===== config.mk =====
export PLATFORM = sky130hd
export DESIGN_NAME = uart
export DESIGN_NICKNAME = d
export VERILOG_FILES = /design/src/rtl/uart_pkg.sv /design/src/rtl/rx_fifo.sv /design/src/rtl/uart.sv /design/src/rtl/uart_regs.sv /design/src/rtl/uart_rx.sv /design/src/rtl/uart_tx.sv
export SDC_FILE = /design/constraint.sdc
export NUM_CORES = 2
export LEC_CHECK = 0
export BUFFER_PORTS_ARGS = -buffer_cell sky130_fd_sc_hd__buf_2
export CAP_MARGIN = 25
export CELL_PAD_IN_SITES_DETAIL_PLACEMENT = 0
export CELL_PAD_IN_SITES_GLOBAL_PLACEMENT = 1
export CORE_MARGIN = 2
export CORE_UTILIZATION = 50
export DETAILED_ROUTE_END_ITERATION = 6
export HOLD_SLACK_MARGIN = 0.03
export PLACE_DENSITY_LB_ADDON = 0.1
export SETUP_SLACK_MARGIN = 0.05
export SYNTH_ARGS = -nofsm -noshare
export SYNTH_HDL_FRONTEND = slang
export SYNTH_SLANG_ARGS = --single-unit
export TNS_END_PERCENT = 20

===== constraint.sdc =====
create_clock -name clk -period 5.8 [get_ports clk]
set_input_delay 1.74 -clock clk [delete_from_list [all_inputs] [get_ports clk]]
set_output_delay 1.74 -clock clk [all_outputs]
set_load 0.01 [all_outputs]

===== src/rtl/uart_pkg.sv =====
`default_nettype none

package uart_pkg;

   localparam int data_width       = 32;
   localparam int addr_width       = 4;
   localparam int queue_addr_width = 7;    // 128 receive entries

   // Register map
   localparam logic [addr_width-1:0] reg_dr         = 4'd0;
   localparam logic [addr_width-1:0] reg_ctrl       = 4'd1;
   localparam logic [addr_width-1:0] reg_rstat      = 4'd2;
   localparam logic [addr_width-1:0] reg_tstat      = 4'd3;
   localparam logic [addr_width-1:0] reg_cpb        = 4'd4;
   localparam logic [addr_width-1:0] reg_queue      = 4'd5;   // Peek at queue head
   localparam logic [addr_width-1:0] reg_pop        = 4'd6;   // Write pops the queue
   localparam logic [addr_width-1:0] reg_char_count = 4'd7;

   localparam int ctrl_rx_en = 0;
   localparam int ctrl_tx_en = 1;

   // Receive status flags below the head byte and pointers
   localparam int stat_rxne     = 0;
   localparam int stat_break    = 1;
   localparam int stat_rx_valid = 2;
   localparam int stat_full     = 5;

   localparam int stat_tc = 0;    // Transmitter idle

   localparam logic [data_width-1:0] cpb_reset = 32'd217;   // 25 MHz to 115200 baud

   // Receiver FSM states
   localparam logic [2:0] rx_idle     = 3'd0;
   localparam logic [2:0] rx_start    = 3'd1;
   localparam logic [2:0] rx_data_st  = 3'd2;
   localparam logic [2:0] rx_stop     = 3'd3;
   localparam logic [2:0] rx_brk_wait = 3'd4;

endpackage

`default_nettype wire


===== src/rtl/rx_fifo.sv =====
`timescale 1ns/1ps
`default_nettype none

module rx_fifo
   (
   input  wire logic                                  clk,
   input  wire logic                                  reset,
   input  wire logic                                  wr,
   input  wire logic [7:0]                            din,
   input  wire logic                                  rd,
   output logic      [7:0]                            dout,
   output logic                                       empty,
   output logic                                       full,
   output logic      [uart_pkg::queue_addr_width-1:0] raddr,
   output logic      [uart_pkg::queue_addr_width-1:0] waddr
   );

   import uart_pkg::*;

   logic [7:0]                mem [0:(1 << queue_addr_width)-1];
   logic [queue_addr_width:0] count;   // One extra bit to tell full from empty
   logic                      do_wr;
   logic                      do_rd;

   assign do_wr = wr & ~full;    // Dropped when full
   assign do_rd = rd & ~empty;

   always_ff @(posedge clk)
   begin
      if (do_wr)
         mem[waddr] <= din;
   end

   always_ff @(posedge clk)
   begin
      if (reset)
      begin
         raddr <= '0;
         waddr <= '0;
         count <= '0;
      end
      else
      begin
         if (do_wr)
            waddr <= waddr + queue_addr_width'(1);
         if (do_rd)
            raddr <= raddr + queue_addr_width'(1);
         case ({do_wr, do_rd})
            2'b10:   count <= count + (queue_addr_width + 1)'(1);
            2'b01:   count <= count - (queue_addr_width + 1)'(1);
            default: count <= count;
         endcase
      end
   end

   assign dout  = mem[raddr];
   assign empty = (count == '0);
   assign full  = count[queue_addr_width];

endmodule

`default_nettype wire


===== src/rtl/uart.sv =====
`timescale 1ns/1ps
`default_nettype none

module uart
   (
   input  wire logic                            clk,
   input  wire logic                            reset,
   input  wire logic                            cs,
   input  wire logic                            wen,
   input  wire logic [uart_pkg::addr_width-1:0] addr,
   input  wire logic [uart_pkg::data_width-1:0] din,
   output logic      [uart_pkg::data_width-1:0] dout,
   input  wire logic                            rxd,
   output logic                                 txd
   );

   import uart_pkg::*;

   logic                        rx_en;
   logic                        tx_en;
   logic [data_width-1:0]       cycles_per_bit;
   logic                        tx_start;
   logic [7:0]                  tx_data;
   logic                        tx_busy;
   logic                        pop;
   logic                        rx_valid;
   logic                        rx_break;
   logic [7:0]                  rx_data;
   logic [data_width-1:0]       char_count;
   logic [7:0]                  q_data;
   logic                        empty;
   logic                        full;
   logic [queue_addr_width-1:0] raddr;
   logic [queue_addr_width-1:0] waddr;

   uart_regs u_regs (.clk(clk), .reset(reset), .cs(cs), .wen(wen), .addr(addr), .din(din),
      .dout(dout), .tx_busy(tx_busy), .rx_valid(rx_valid), .rx_break(rx_break),
      .char_count(char_count), .q_data(q_data), .empty(empty), .full(full), .raddr(raddr),
      .waddr(waddr), .rx_en(rx_en), .tx_en(tx_en), .cycles_per_bit(cycles_per_bit),
      .tx_start(tx_start), .tx_data(tx_data), .pop(pop));

   uart_tx u_tx (.clk(clk), .reset(reset), .tx_start(tx_start), .tx_data(tx_data),
      .cycles_per_bit(cycles_per_bit), .txd(txd), .tx_busy(tx_busy));

   uart_rx u_rx (.clk(clk), .reset(reset), .rxd(rxd), .rx_en(rx_en),
      .cycles_per_bit(cycles_per_bit), .rx_valid(rx_valid), .rx_break(rx_break),
      .rx_data(rx_data), .char_count(char_count));

   // Received bytes queue until software pops them
   rx_fifo u_fifo (.clk(clk), .reset(reset), .wr(rx_valid), .din(rx_data), .rd(pop),
      .dout(q_data), .empty(empty), .full(full), .raddr(raddr), .waddr(waddr));

endmodule

`default_nettype wire


===== src/rtl/uart_regs.sv =====
`timescale 1ns/1ps
`default_nettype none

module uart_regs
   (
   input  wire logic                                  clk,
   input  wire logic                                  reset,
   input  wire logic                                  cs,
   input  wire logic                                  wen,
   input  wire logic [uart_pkg::addr_width-1:0]       addr,
   input  wire logic [uart_pkg::data_width-1:0]       din,
   output logic      [uart_pkg::data_width-1:0]       dout,
   input  wire logic                                  tx_busy,
   input  wire logic                                  rx_valid,
   input  wire logic                                  rx_break,
   input  wire logic [uart_pkg::data_width-1:0]       char_count,
   input  wire logic [7:0]                            q_data,
   input  wire logic                                  empty,
   input  wire logic                                  full,
   input  wire logic [uart_pkg::queue_addr_width-1:0] raddr,
   input  wire logic [uart_pkg::queue_addr_width-1:0] waddr,
   output logic                                       rx_en,
   output logic                                       tx_en,
   output logic      [uart_pkg::data_width-1:0]       cycles_per_bit,
   output logic                                       tx_start,
   output logic      [7:0]                            tx_data,
   output logic                                       pop
   );

   import uart_pkg::*;

   logic                  wr;
   logic [data_width-1:0] control;
   logic [data_width-1:0] scratch [0:3];
   logic [data_width-1:0] rstat;
   logic [data_width-1:0] tstat;

   assign wr = cs & wen;

   always_ff @(posedge clk)
   begin
      if (reset)
      begin
         control        <= '0;
         cycles_per_bit <= cpb_reset;
         for (int i = 0; i < 4; i++)
            scratch[i] <= '0;
      end
      else if (wr)
      begin
         if (addr == reg_ctrl)
            control <= din;
         if (addr == reg_cpb)
            cycles_per_bit <= din;
         if (addr[3:2] == 2'b11)    // Scratch at 12..15
            scratch[addr[1:0]] <= din;
      end
   end

   assign rx_en    = control[ctrl_rx_en];
   assign tx_en    = control[ctrl_tx_en];
   assign tx_start = wr & (addr == reg_dr) & tx_en;   // Dropped by the engine if busy
   assign tx_data  = din[7:0];
   assign pop      = wr & (addr == reg_pop);

   always_comb
   begin
      rstat                = '0;
      rstat[stat_rxne]     = ~empty;
      rstat[stat_break]    = rx_break;
      rstat[stat_rx_valid] = rx_valid;
      rstat[stat_full]     = full;
      rstat[15:8]          = q_data;
      rstat[22:16]         = waddr;
      rstat[30:24]         = raddr;
      tstat                = '0;
      tstat[stat_tc]       = ~tx_busy;
   end

   // Zero-latency read mux
   always_comb
   begin
      case (addr)
         reg_dr, reg_queue : dout = {24'd0, q_data};
         reg_ctrl          : dout = control;
         reg_rstat         : dout = rstat;
         reg_tstat         : dout = tstat;
         reg_cpb           : dout = cycles_per_bit;
         reg_char_count    : dout = char_count;
         default:
         begin
            if (addr[3:2] == 2'b11)
               dout = scratch[addr[1:0]];
            else
               dout = '0;       // Unmapped
         end
      endcase
   end

endmodule

`default_nettype wire


===== src/rtl/uart_rx.sv =====
`timescale 1ns/1ps
`default_nettype none

module uart_rx
   (
   input  wire logic                            clk,
   input  wire logic                            reset,
   input  wire logic                            rxd,
   input  wire logic                            rx_en,
   input  wire logic [uart_pkg::data_width-1:0] cycles_per_bit,
   output logic                                 rx_valid,
   output logic                                 rx_break,
   output logic      [7:0]                      rx_data,
   output logic      [uart_pkg::data_width-1:0] char_count
   );

   import uart_pkg::*;

   logic                  rxd_meta;
   logic                  rxd_sync;
   logic                  rxd_prev;
   logic [2:0]            state;
   logic [data_width-1:0] cnt;
   logic [2:0]            bit_idx;
   logic [7:0]            shift;

   // Synchronizer plus one stage for edge detect
   always_ff @(posedge clk)
   begin
      if (reset)
      begin
         rxd_meta <= 1'b1;
         rxd_sync <= 1'b1;
         rxd_prev <= 1'b1;
      end
      else
      begin
         rxd_meta <= rxd;
         rxd_sync <= rxd_meta;
         rxd_prev <= rxd_sync;
      end
   end

   always_ff @(posedge clk)
   begin
      if (reset)
      begin
         state    <= rx_idle;
         cnt      <= '0;
         bit_idx  <= '0;
         rx_valid <= 1'b0;
         rx_break <= 1'b0;
      end
      else
      begin
         rx_valid <= 1'b0;
         if (state != rx_idle && state != rx_brk_wait && cnt != '0)
            cnt <= cnt - 32'd1;
         else
            case (state)
               rx_idle:
                  if (rx_en && rxd_prev && !rxd_sync)
                  begin
                     state <= rx_start;
                     cnt   <= (cycles_per_bit >> 1) - 32'd1;   // Half a bit to centre
                  end
               rx_start:
               begin
                  state   <= rxd_sync ? rx_idle : rx_data_st;   // Glitch check
                  cnt     <= cycles_per_bit - 32'd1;
                  bit_idx <= '0;
               end
               rx_data_st:
               begin
                  bit_idx <= bit_idx + 3'd1;
                  cnt     <= cycles_per_bit - 32'd1;
                  if (bit_idx == 3'd7)
                     state <= rx_stop;
               end
               rx_stop:
                  if (rxd_sync)
                  begin
                     rx_valid <= 1'b1;
                     rx_break <= 1'b0;
                     state    <= rx_idle;
                  end
                  else if (shift == '0)
                  begin
                     rx_break <= 1'b1;
                     state    <= rx_brk_wait;
                  end
                  else
                     state <= rx_idle;   // Framing error drops the byte
               rx_brk_wait:
                  if (rxd_sync)
                     state <= rx_idle;
               default: state <= rx_idle;
            endcase
      end
   end

   // Payload shifts in LSB first
   always_ff @(posedge clk)
   begin
      if (state == rx_data_st && cnt == '0)
         shift <= {rxd_sync, shift[7:1]};
   end

   always_ff @(posedge clk)
   begin
      if (reset)
         char_count <= '0;
      else if (rx_valid)
         char_count <= char_count + 32'd1;
   end

   assign rx_data = shift;

endmodule

`default_nettype wire


===== src/rtl/uart_tx.sv =====
`timescale 1ns/1ps
`default_nettype none

module uart_tx
   (
   input  wire logic                            clk,
   input  wire logic                            reset,
   input  wire logic                            tx_start,
   input  wire logic [7:0]                      tx_data,
   input  wire logic [uart_pkg::data_width-1:0] cycles_per_bit,
   output logic                                 txd,
   output logic                                 tx_busy
   );

   import uart_pkg::*;

   logic [9:0]            shift;       // Stop, data and start bits with the LSB on the line
   logic [3:0]            bits_left;
   logic [data_width-1:0] bit_cnt;

   always_ff @(posedge clk)
   begin
      if (reset)
      begin
         shift     <= '1;
         bits_left <= '0;
         bit_cnt   <= '0;
         tx_busy   <= 1'b0;
      end
      else if (!tx_busy)
      begin
         if (tx_start)
         begin
            shift     <= {1'b1, tx_data, 1'b0};
            bits_left <= 4'd9;
            bit_cnt   <= cycles_per_bit - 32'd1;
            tx_busy   <= 1'b1;
         end
      end
      else if (bit_cnt == '0)
      begin
         shift   <= {1'b1, shift[9:1]};   // Fill with idle level
         bit_cnt <= cycles_per_bit - 32'd1;
         if (bits_left == '0)
            tx_busy <= 1'b0;              // Stop bit done
         else
            bits_left <= bits_left - 4'd1;
      end
      else
      begin
         bit_cnt <= bit_cnt - 32'd1;
      end
   end

   assign txd = shift[0];

endmodule

`default_nettype wire


# Yosys cells after proc, flatten, opt, wreduce, memory -nomap -nowiden
# Memory sizes are Yosys's and may differ from the RTL's. A register that Yosys moved wholly into a read port is not among the register bits.
# Index checks and enable logic that the tools add are counted.
word_totals:
  register_bits: 216
  latchBits: 0
  ramBits: 1152
  romBits: 0
  input_bits: 41
  out_inout_bits: 33
  elab_cells: 141
  n_memories: 2
mem_list:
  columns: ["memory", "words", "word_bits", "read_ports", "rd_clocked_by_memory_dff", "wr", "line", "text"]
  rows:
  - ["u_fifo.mem", 128, 8, 1, 1, 1, "rx_fifo.sv:20", "logic [7:0] mem [0:(1 << queue_addr_width)-1];"]
  - ["u_regs.scratch", 4, 32, 1, 0, 4, "uart_regs.sv:34", "logic [data_width-1:0] scratch [0:3];"]
op_classes:
  addsub: 11
  mul: 0
  div_mod_pow: 0
  order_cmp: 0
  eq_ne: 22
  n_shift: 0
  n_mux: 44
  bitwise_logic: 11
  reduce_logical: 32
op_table:
  columns: ["cell", "count"]
  rows:
  - ["32-bit two-way mux", 7]
  - ["32-bit case mux with 6 select lines", 1]
  - ["32-bit by 1-bit subtractor with 32-bit output, second input constant", 3]
  - ["32-bit zero test", 2]
  - ["32-bit case mux with 2 select lines", 1]
  - ["32-bit by 1-bit adder with 32-bit output, second input constant", 1]
  - ["32-bit nonzero test", 1]
  - ["32-bit OR reduction", 1]
  - ["31-bit by 1-bit subtractor with 32-bit output, second input constant", 1]
  - ["10-bit two-way mux", 3]
  - ["4-bit by 3-bit == test with 1-bit output, second input constant", 4]
  - ["8-bit zero test", 2]
  - ["1-bit two-way mux", 16]
  - ["4-bit two-way mux", 4]
  - ["8-bit case mux with 2 select lines", 1]
  - ["3-bit two-way mux", 5]
  - ["3-bit case mux with 5 select lines", 1]
  - ["7-bit by 1-bit adder with 7-bit output, second input constant", 2]
  - ["7-bit two-way mux", 2]
  - ["2-bit AND reduction", 5]
  - ["8-bit by 1-bit adder with 8-bit output, second input constant", 1]
  - ["4-bit by 2-bit == test with 1-bit output, second input constant", 2]
  - ["4-bit zero test", 2]
  - ["2-bit nonzero test", 4]
  - ["25 further kinds", 48]

# Logic depth before layout (Yosys ltp)
logic_depth:
  ltp_word: 7
  depth_mapped: 14
  depth_no_buf: 11

# Modules after synthesis
# From an unflattened synthesis, not the netlist that was laid out.
hier_totals:
  hier_cells: 4051
  hier_area_um2: 58653.8
by_module_without_submodules:
  columns: ["module", "n_inst", "cells_each", "area_each_um2", "seq_area_each_um2"]
  rows:
  - ["rx_fifo", 1, 2094, 40869.2, 31330.0]
  - ["uart_regs", 1, 814, 9166.3, 5124.9]
  - ["uart_rx", 1, 681, 5198.7, 1741.7]
  - ["uart_tx", 1, 462, 3419.5, 920.9]

# Least setup slack after synthesis
# OpenSTA, ideal clock, no wires.
synth_path:
  kind: "input to output"
  from: "in addr[0] (netlist bit)"
  to: "out dout[8] (netlist bit)"
  t_arrival_ps: 3609
  t_required_ps: 4060
  setup_slack_ps: 451
  cell_stages: 7
  path_buffers: 4
  path_cell_list: "clkbuf_1 buf_2 buf_2 buf_2 mux4_2 nand2_1 nand4_1"
synth_between:
  elab_chain_len: 3
  word_cells_on_any_way: 11
  cone_classes: "6 x eq/ne; 2 x mux; 2 x reduce/logical; 1 x memory"
synth_lines:
  columns: ["item", "line", "text"]
  rows:
  - ["start, declared", "uart.sv:10", "input wire logic [uart_pkg::addr_width-1:0] addr,"]
  - ["memory read 4 x 32 bit, or another cell as far along", null, null]
  - ["32-bit two-way mux / 2-bit OR reduction (equally long branches)", null, null]
  - ["32-bit case mux with 6 select lines *", "uart_regs.sv:83", "case (addr)"]
  - ["end, declared", "uart.sv:12", "output logic [uart_pkg::data_width-1:0] dout,"]
# Mark *: on every way between the ends. The rest lies on a longest branch, timed or not.

==> impl_metrics.py <==
metrics = {
    "synth": {
        "async_flop_share_pct": 0,
        "yosysUniqueCellTypes": 88,
        "yosysTopAreaCell": "edfxtp_1",
        "synth_top_cells_by_area": "edfxtp_1 60%, mux4_2 8.3%, dfxtp_1 7.3%, mux2i_1 3.2%, nor2_1 2.5%",
        "synth_top_family_by_area": "multiplexers",
        "synth_seq_cells": 1374,
        "synth_edf_count": 1160,
        "synthesis.area_mm2": 0.0585,
        "yosysSeqAreaShare_pct": 66.9,
        "ys.flop_type": "edfxtp_1",
        "synth.yosys.warnings": 0,
        "synth_cells": 4129,
        "syn_nets": 4185,
        "synth.top_cell.area_share_pct": 59.6,
        "synth_mux_area_share_pct": 11.6,
        "synth_xor_area_share_pct": 1.39,
        "synthSimpleGateAreaFrac_pct": 10.5,
        "avgSynthCellArea_um2": 14.2,
        "synth_compound_area_share_pct": 6.99,
        "synthAdderAreaFrac_pct": 0.321,
    },
    "critical_path": {
        "crit_fanout": 16,
        "r2r_slack_ps": 2200,
        "crit_path_cell_trace": "buf_4 -> buf_4 -> mux4_2 -> o211ai_1 -> nand4_1 -> o2111ai_1 -> nand4_1 -> buf_2",
        "reg2reg_to": "u_rx.cnt[19]$_SDFFE_PP0P_",
        "critPathKind": "reg -> out",
        "reg2reg_from": "u_rx.cnt[17]$_SDFFE_PP0P_",
        "cp.required_ps": 4060,
        "worstRegToRegCells": 8,
        "cp_slowest_cell": "dfxtp_2",
        "cpPeakStageDelay_ps": 510,
        "setup.worst_path.end_class": "output port",
        "arrival_ps": 4010,
        "cp-start-kind": "flop",
    },
    "layout": {
        "syn2layout_area_growth_pct": 12.6,
        "final_nets": 4302,
        "final_common_cell": "edfxtp_1",
        "layout_common_cells": "1160 x edfxtp_1, 382 x nand2_1, 378 x nor2_1",
        "drive_gt1_share_pct": 17.0,
    },
    "power": {
        "power_frac_seq_pct": 53.4,
        "power.switching_w": 0.00409,
        "p_leak_nw": 21.2,
        "combPwrFrac_pct": 1.6,
        "p_clk_share_pct": 45.0,
        "peakVddDrop_uv": 279,
        "swShare_pct": 20.5,
        "p_int_w": 0.0159,
        "powerDensity_mw_per_mm2": 303,
    },
    "routing": {
        "drt-vias-per-instance": 6.27,
        "drtIter0Drc": 4838,
        "antenna_left": 0,
        "drtPass1Iterations": 6,
        "num_vias": 36900,
        "drc": 0,
        "detail_route.wl_per_cell_um": 28.8,
        "drt_wl_total_mm": 170,
    },
    "cts": {
        "ctsHoldBuffers": 0,
        "cts_htree_levels": 4,
        "cts.path.max_buffers": 3,
        "clock_latency_ps": 760,
        "cts.clk_slew.worst_paths_ps": 60,
        "cts_buffers": 142,
        "root_buffer": "clkbuf_16",
        "tritoncts": "yes",
        "cts_sinks": 1374,
    },
    "global_routing": {
        "grtUsageTotal_pct": 28.1,
        "grt_pass1_vias": 35100,
        "antenna_found_initial": 10,
        "grt-ovfl-total": 0,
        "grt_max_degree": 106,
        "grt_pass1_wl_mm": 246,
    },
    "outcome": {
        "outcome": "finished clean",
    },
    "timing": {
        "maxSlewViolCount": 0,
        "clock_skew_ps": 31.8,
        "slew_headroom_pct": 29.9,
        "timing.fmax_mhz": 174,
        "worstMarginPinSlew_ps": 1050,
        "totalNegativeSetupSlack_ps": 0,
        "rsz0062_at_grt": "yes",
        "hold_viol": 0,
        "timing.final.crit_period_ps": 5750,
        "finalCritPeriodShare_pct": 99.1,
        "finalWorstSetupSlack_ps": 54.9,
        "setup_viol": 0,
    },
    "placed_design": {
        "dpl.hpwl_mm": 113,
        "io_buffer_count": 73,
        "place.gp.congestion": 0.920,
        "preCtsSetupSlack_ps": 206,
    },
    "min_path": {
        "hold_depth": 1,
        "min_path_type": "reg -> reg",
        "hold_start": "u_rx.rxd_meta$_SDFF_PP1_",
        "hold_path_end": "u_rx.rxd_sync$_SDFF_PP1_",
    },
    "die": {
        "dieArea_mm2": 0.120,
        "dieHeight_um": 346,
        "core_mm2": 0.116,
        "initial_utilization_pct": 50.4,
        "io_pins": 74,
        "rows": 125,
        "die_x_um": 346,
    },
    "flow_run": {
        "cap_violations": 0,
    },
}
[how the worst max path moves through the flow]
| stage | start | end | slack [ps] | cells past startpoint |
|---|---|---|---|---|
| global route | flop | dout[8] | 40 | 13 |
| floorplan | addr[0] | dout[8] | 450 | 7 |
| global placement | addr[0] | dout[3] | 230 | 7 |
| finish | flop | dout[8] | 50 | 8 |
| detailed placement | addr[0] | dout[3] | 210 | 7 |
| CTS | flop | dout[1] | 30 | 10 |
[state kept, by name, indices dropped and copies added (netlist names), 3 cells and up, named ones only]
name / count
u_regs.control: 32
u_rx.bit_idx: 3
u_tx.bits_left: 4
u_rx.state: 3
u_rx.cnt: 32
u_fifo.count: 8
u_tx.bit_cnt: 32
u_regs.cycles_per_bit: 32
u_rx.char_count: 32
u_tx.shift: 9
u_regs.scratch: 128
u_fifo.waddr: 7
u_fifo.mem: 1024
u_rx.rx_data: 8
u_fifo.raddr: 7
[repair_timing]
action	4_1_cts	5_1_grt
setup endpoints to repair	12	11
pin swaps	1	6
resized for setup	7	15
setup buffers	4	1
[power groups by stage]
stage | registers (W) | clock network, W | logic (W)
final | 0.0107 | 0.00898 | 0.000323
after global routing | 0.0106 | 0.00948 | 0.000339
after CTS | 0.0106 | 0.00909 | 0.000321
after detailed placement | 0.0109 | 0 | 0.000319
after global placement | 0.0109 | 0 | 0.000319
after floorplan | 0.0108 | 0 | 0.000175
[cells by family (layout without fill, tap and decap cells)]
logic type / Yosys count / after routing
xor gates and xnor gates: 93 / 93
and+or+nand+nor: 1296 / 1296
adders and majority gates: 15 / 15
buffers and inverters: 325 / 561
other: 0 / 2
AOI/OAI and AO/OA: 619 / 619
muxes: 407 / 407
DFF: 1374 / 1374
[synthesized netlist by cell type (all sizes together), types with 5 or more instances]
master	number
a211oi	26
a21boi	11
a21o	5
a21oi	164
a221oi	15
a222oi	7
a22o	5
a22oi	131
a31oi	21
a32oi	6
and2	25
and3	59
and4	6
buf	101
clkbuf	173
dfxtp	214
edfxtp	1160
ha	15
inv	49
mux2	6
mux2i	186
mux4	215
nand2	384
nand2b	24
nand3	115
nand3b	5
nand4	43
nor2	385
nor2b	26
nor3	90
nor3b	8
nor4	44
nor4b	6
o2111ai	5
o211ai	39
o21a	5
o21ai	106
o221ai	11
o22ai	20
o31ai	6
or2	15
or3	35
or4	15
xnor2	44
xor2	49
[metrics by stage]
stage	std cells	util [%]	hold WS, ps	instance area, um2	power [W]
6_report	5891	56.7	410	65800	0.0200
5_1_grt	5890	56.7	420	65800	0.0205
4_1_cts	5885	56.6	410	65700	0.0201
3_5_place_dp	5618	52.6	396	61100	0.0112
3_3_place_gp	5614	52.6	396	61000	0.0112
2_1_floorplan	4129	-	389	58500	0.0110
[area by class of cell]
cell class                      count  area (um2)
Antenna cell                        2        5.00
Clock buffer                      183        3790
Clock inverter                     80         757
Fill cell                        9320       50200
Inverter                           51         191
Multi-Input combinational cell   2430       18100
Sequential cell                  1374       39100
Tap cell                         1524        1910
Timing Repair Buffer              247        1940
[metal layers]
| layer | vias up | track usage, % | wire length, um |
|---|---|---|---|
| met3 | 264 | 5.94 | 16100 |
| met5 | - | 0 | 47 |
| met4 | 8 | 7.28 | 3910 |
| met1 | 18700 | 42.6 | 73900 |
| li1 | 16200 | - | - |
| met2 | 1734 | 41.4 | 75800 |
[worst max-delay path: cells and delay by family (launching register included)]
kind            cells  cell delay (ps)
compound gates      2              710
flops               1              510
buf+inv             3             1030
simple gates        2              650
mux                 1              330
Note: power is estimated with default switching activity, not from simulation.
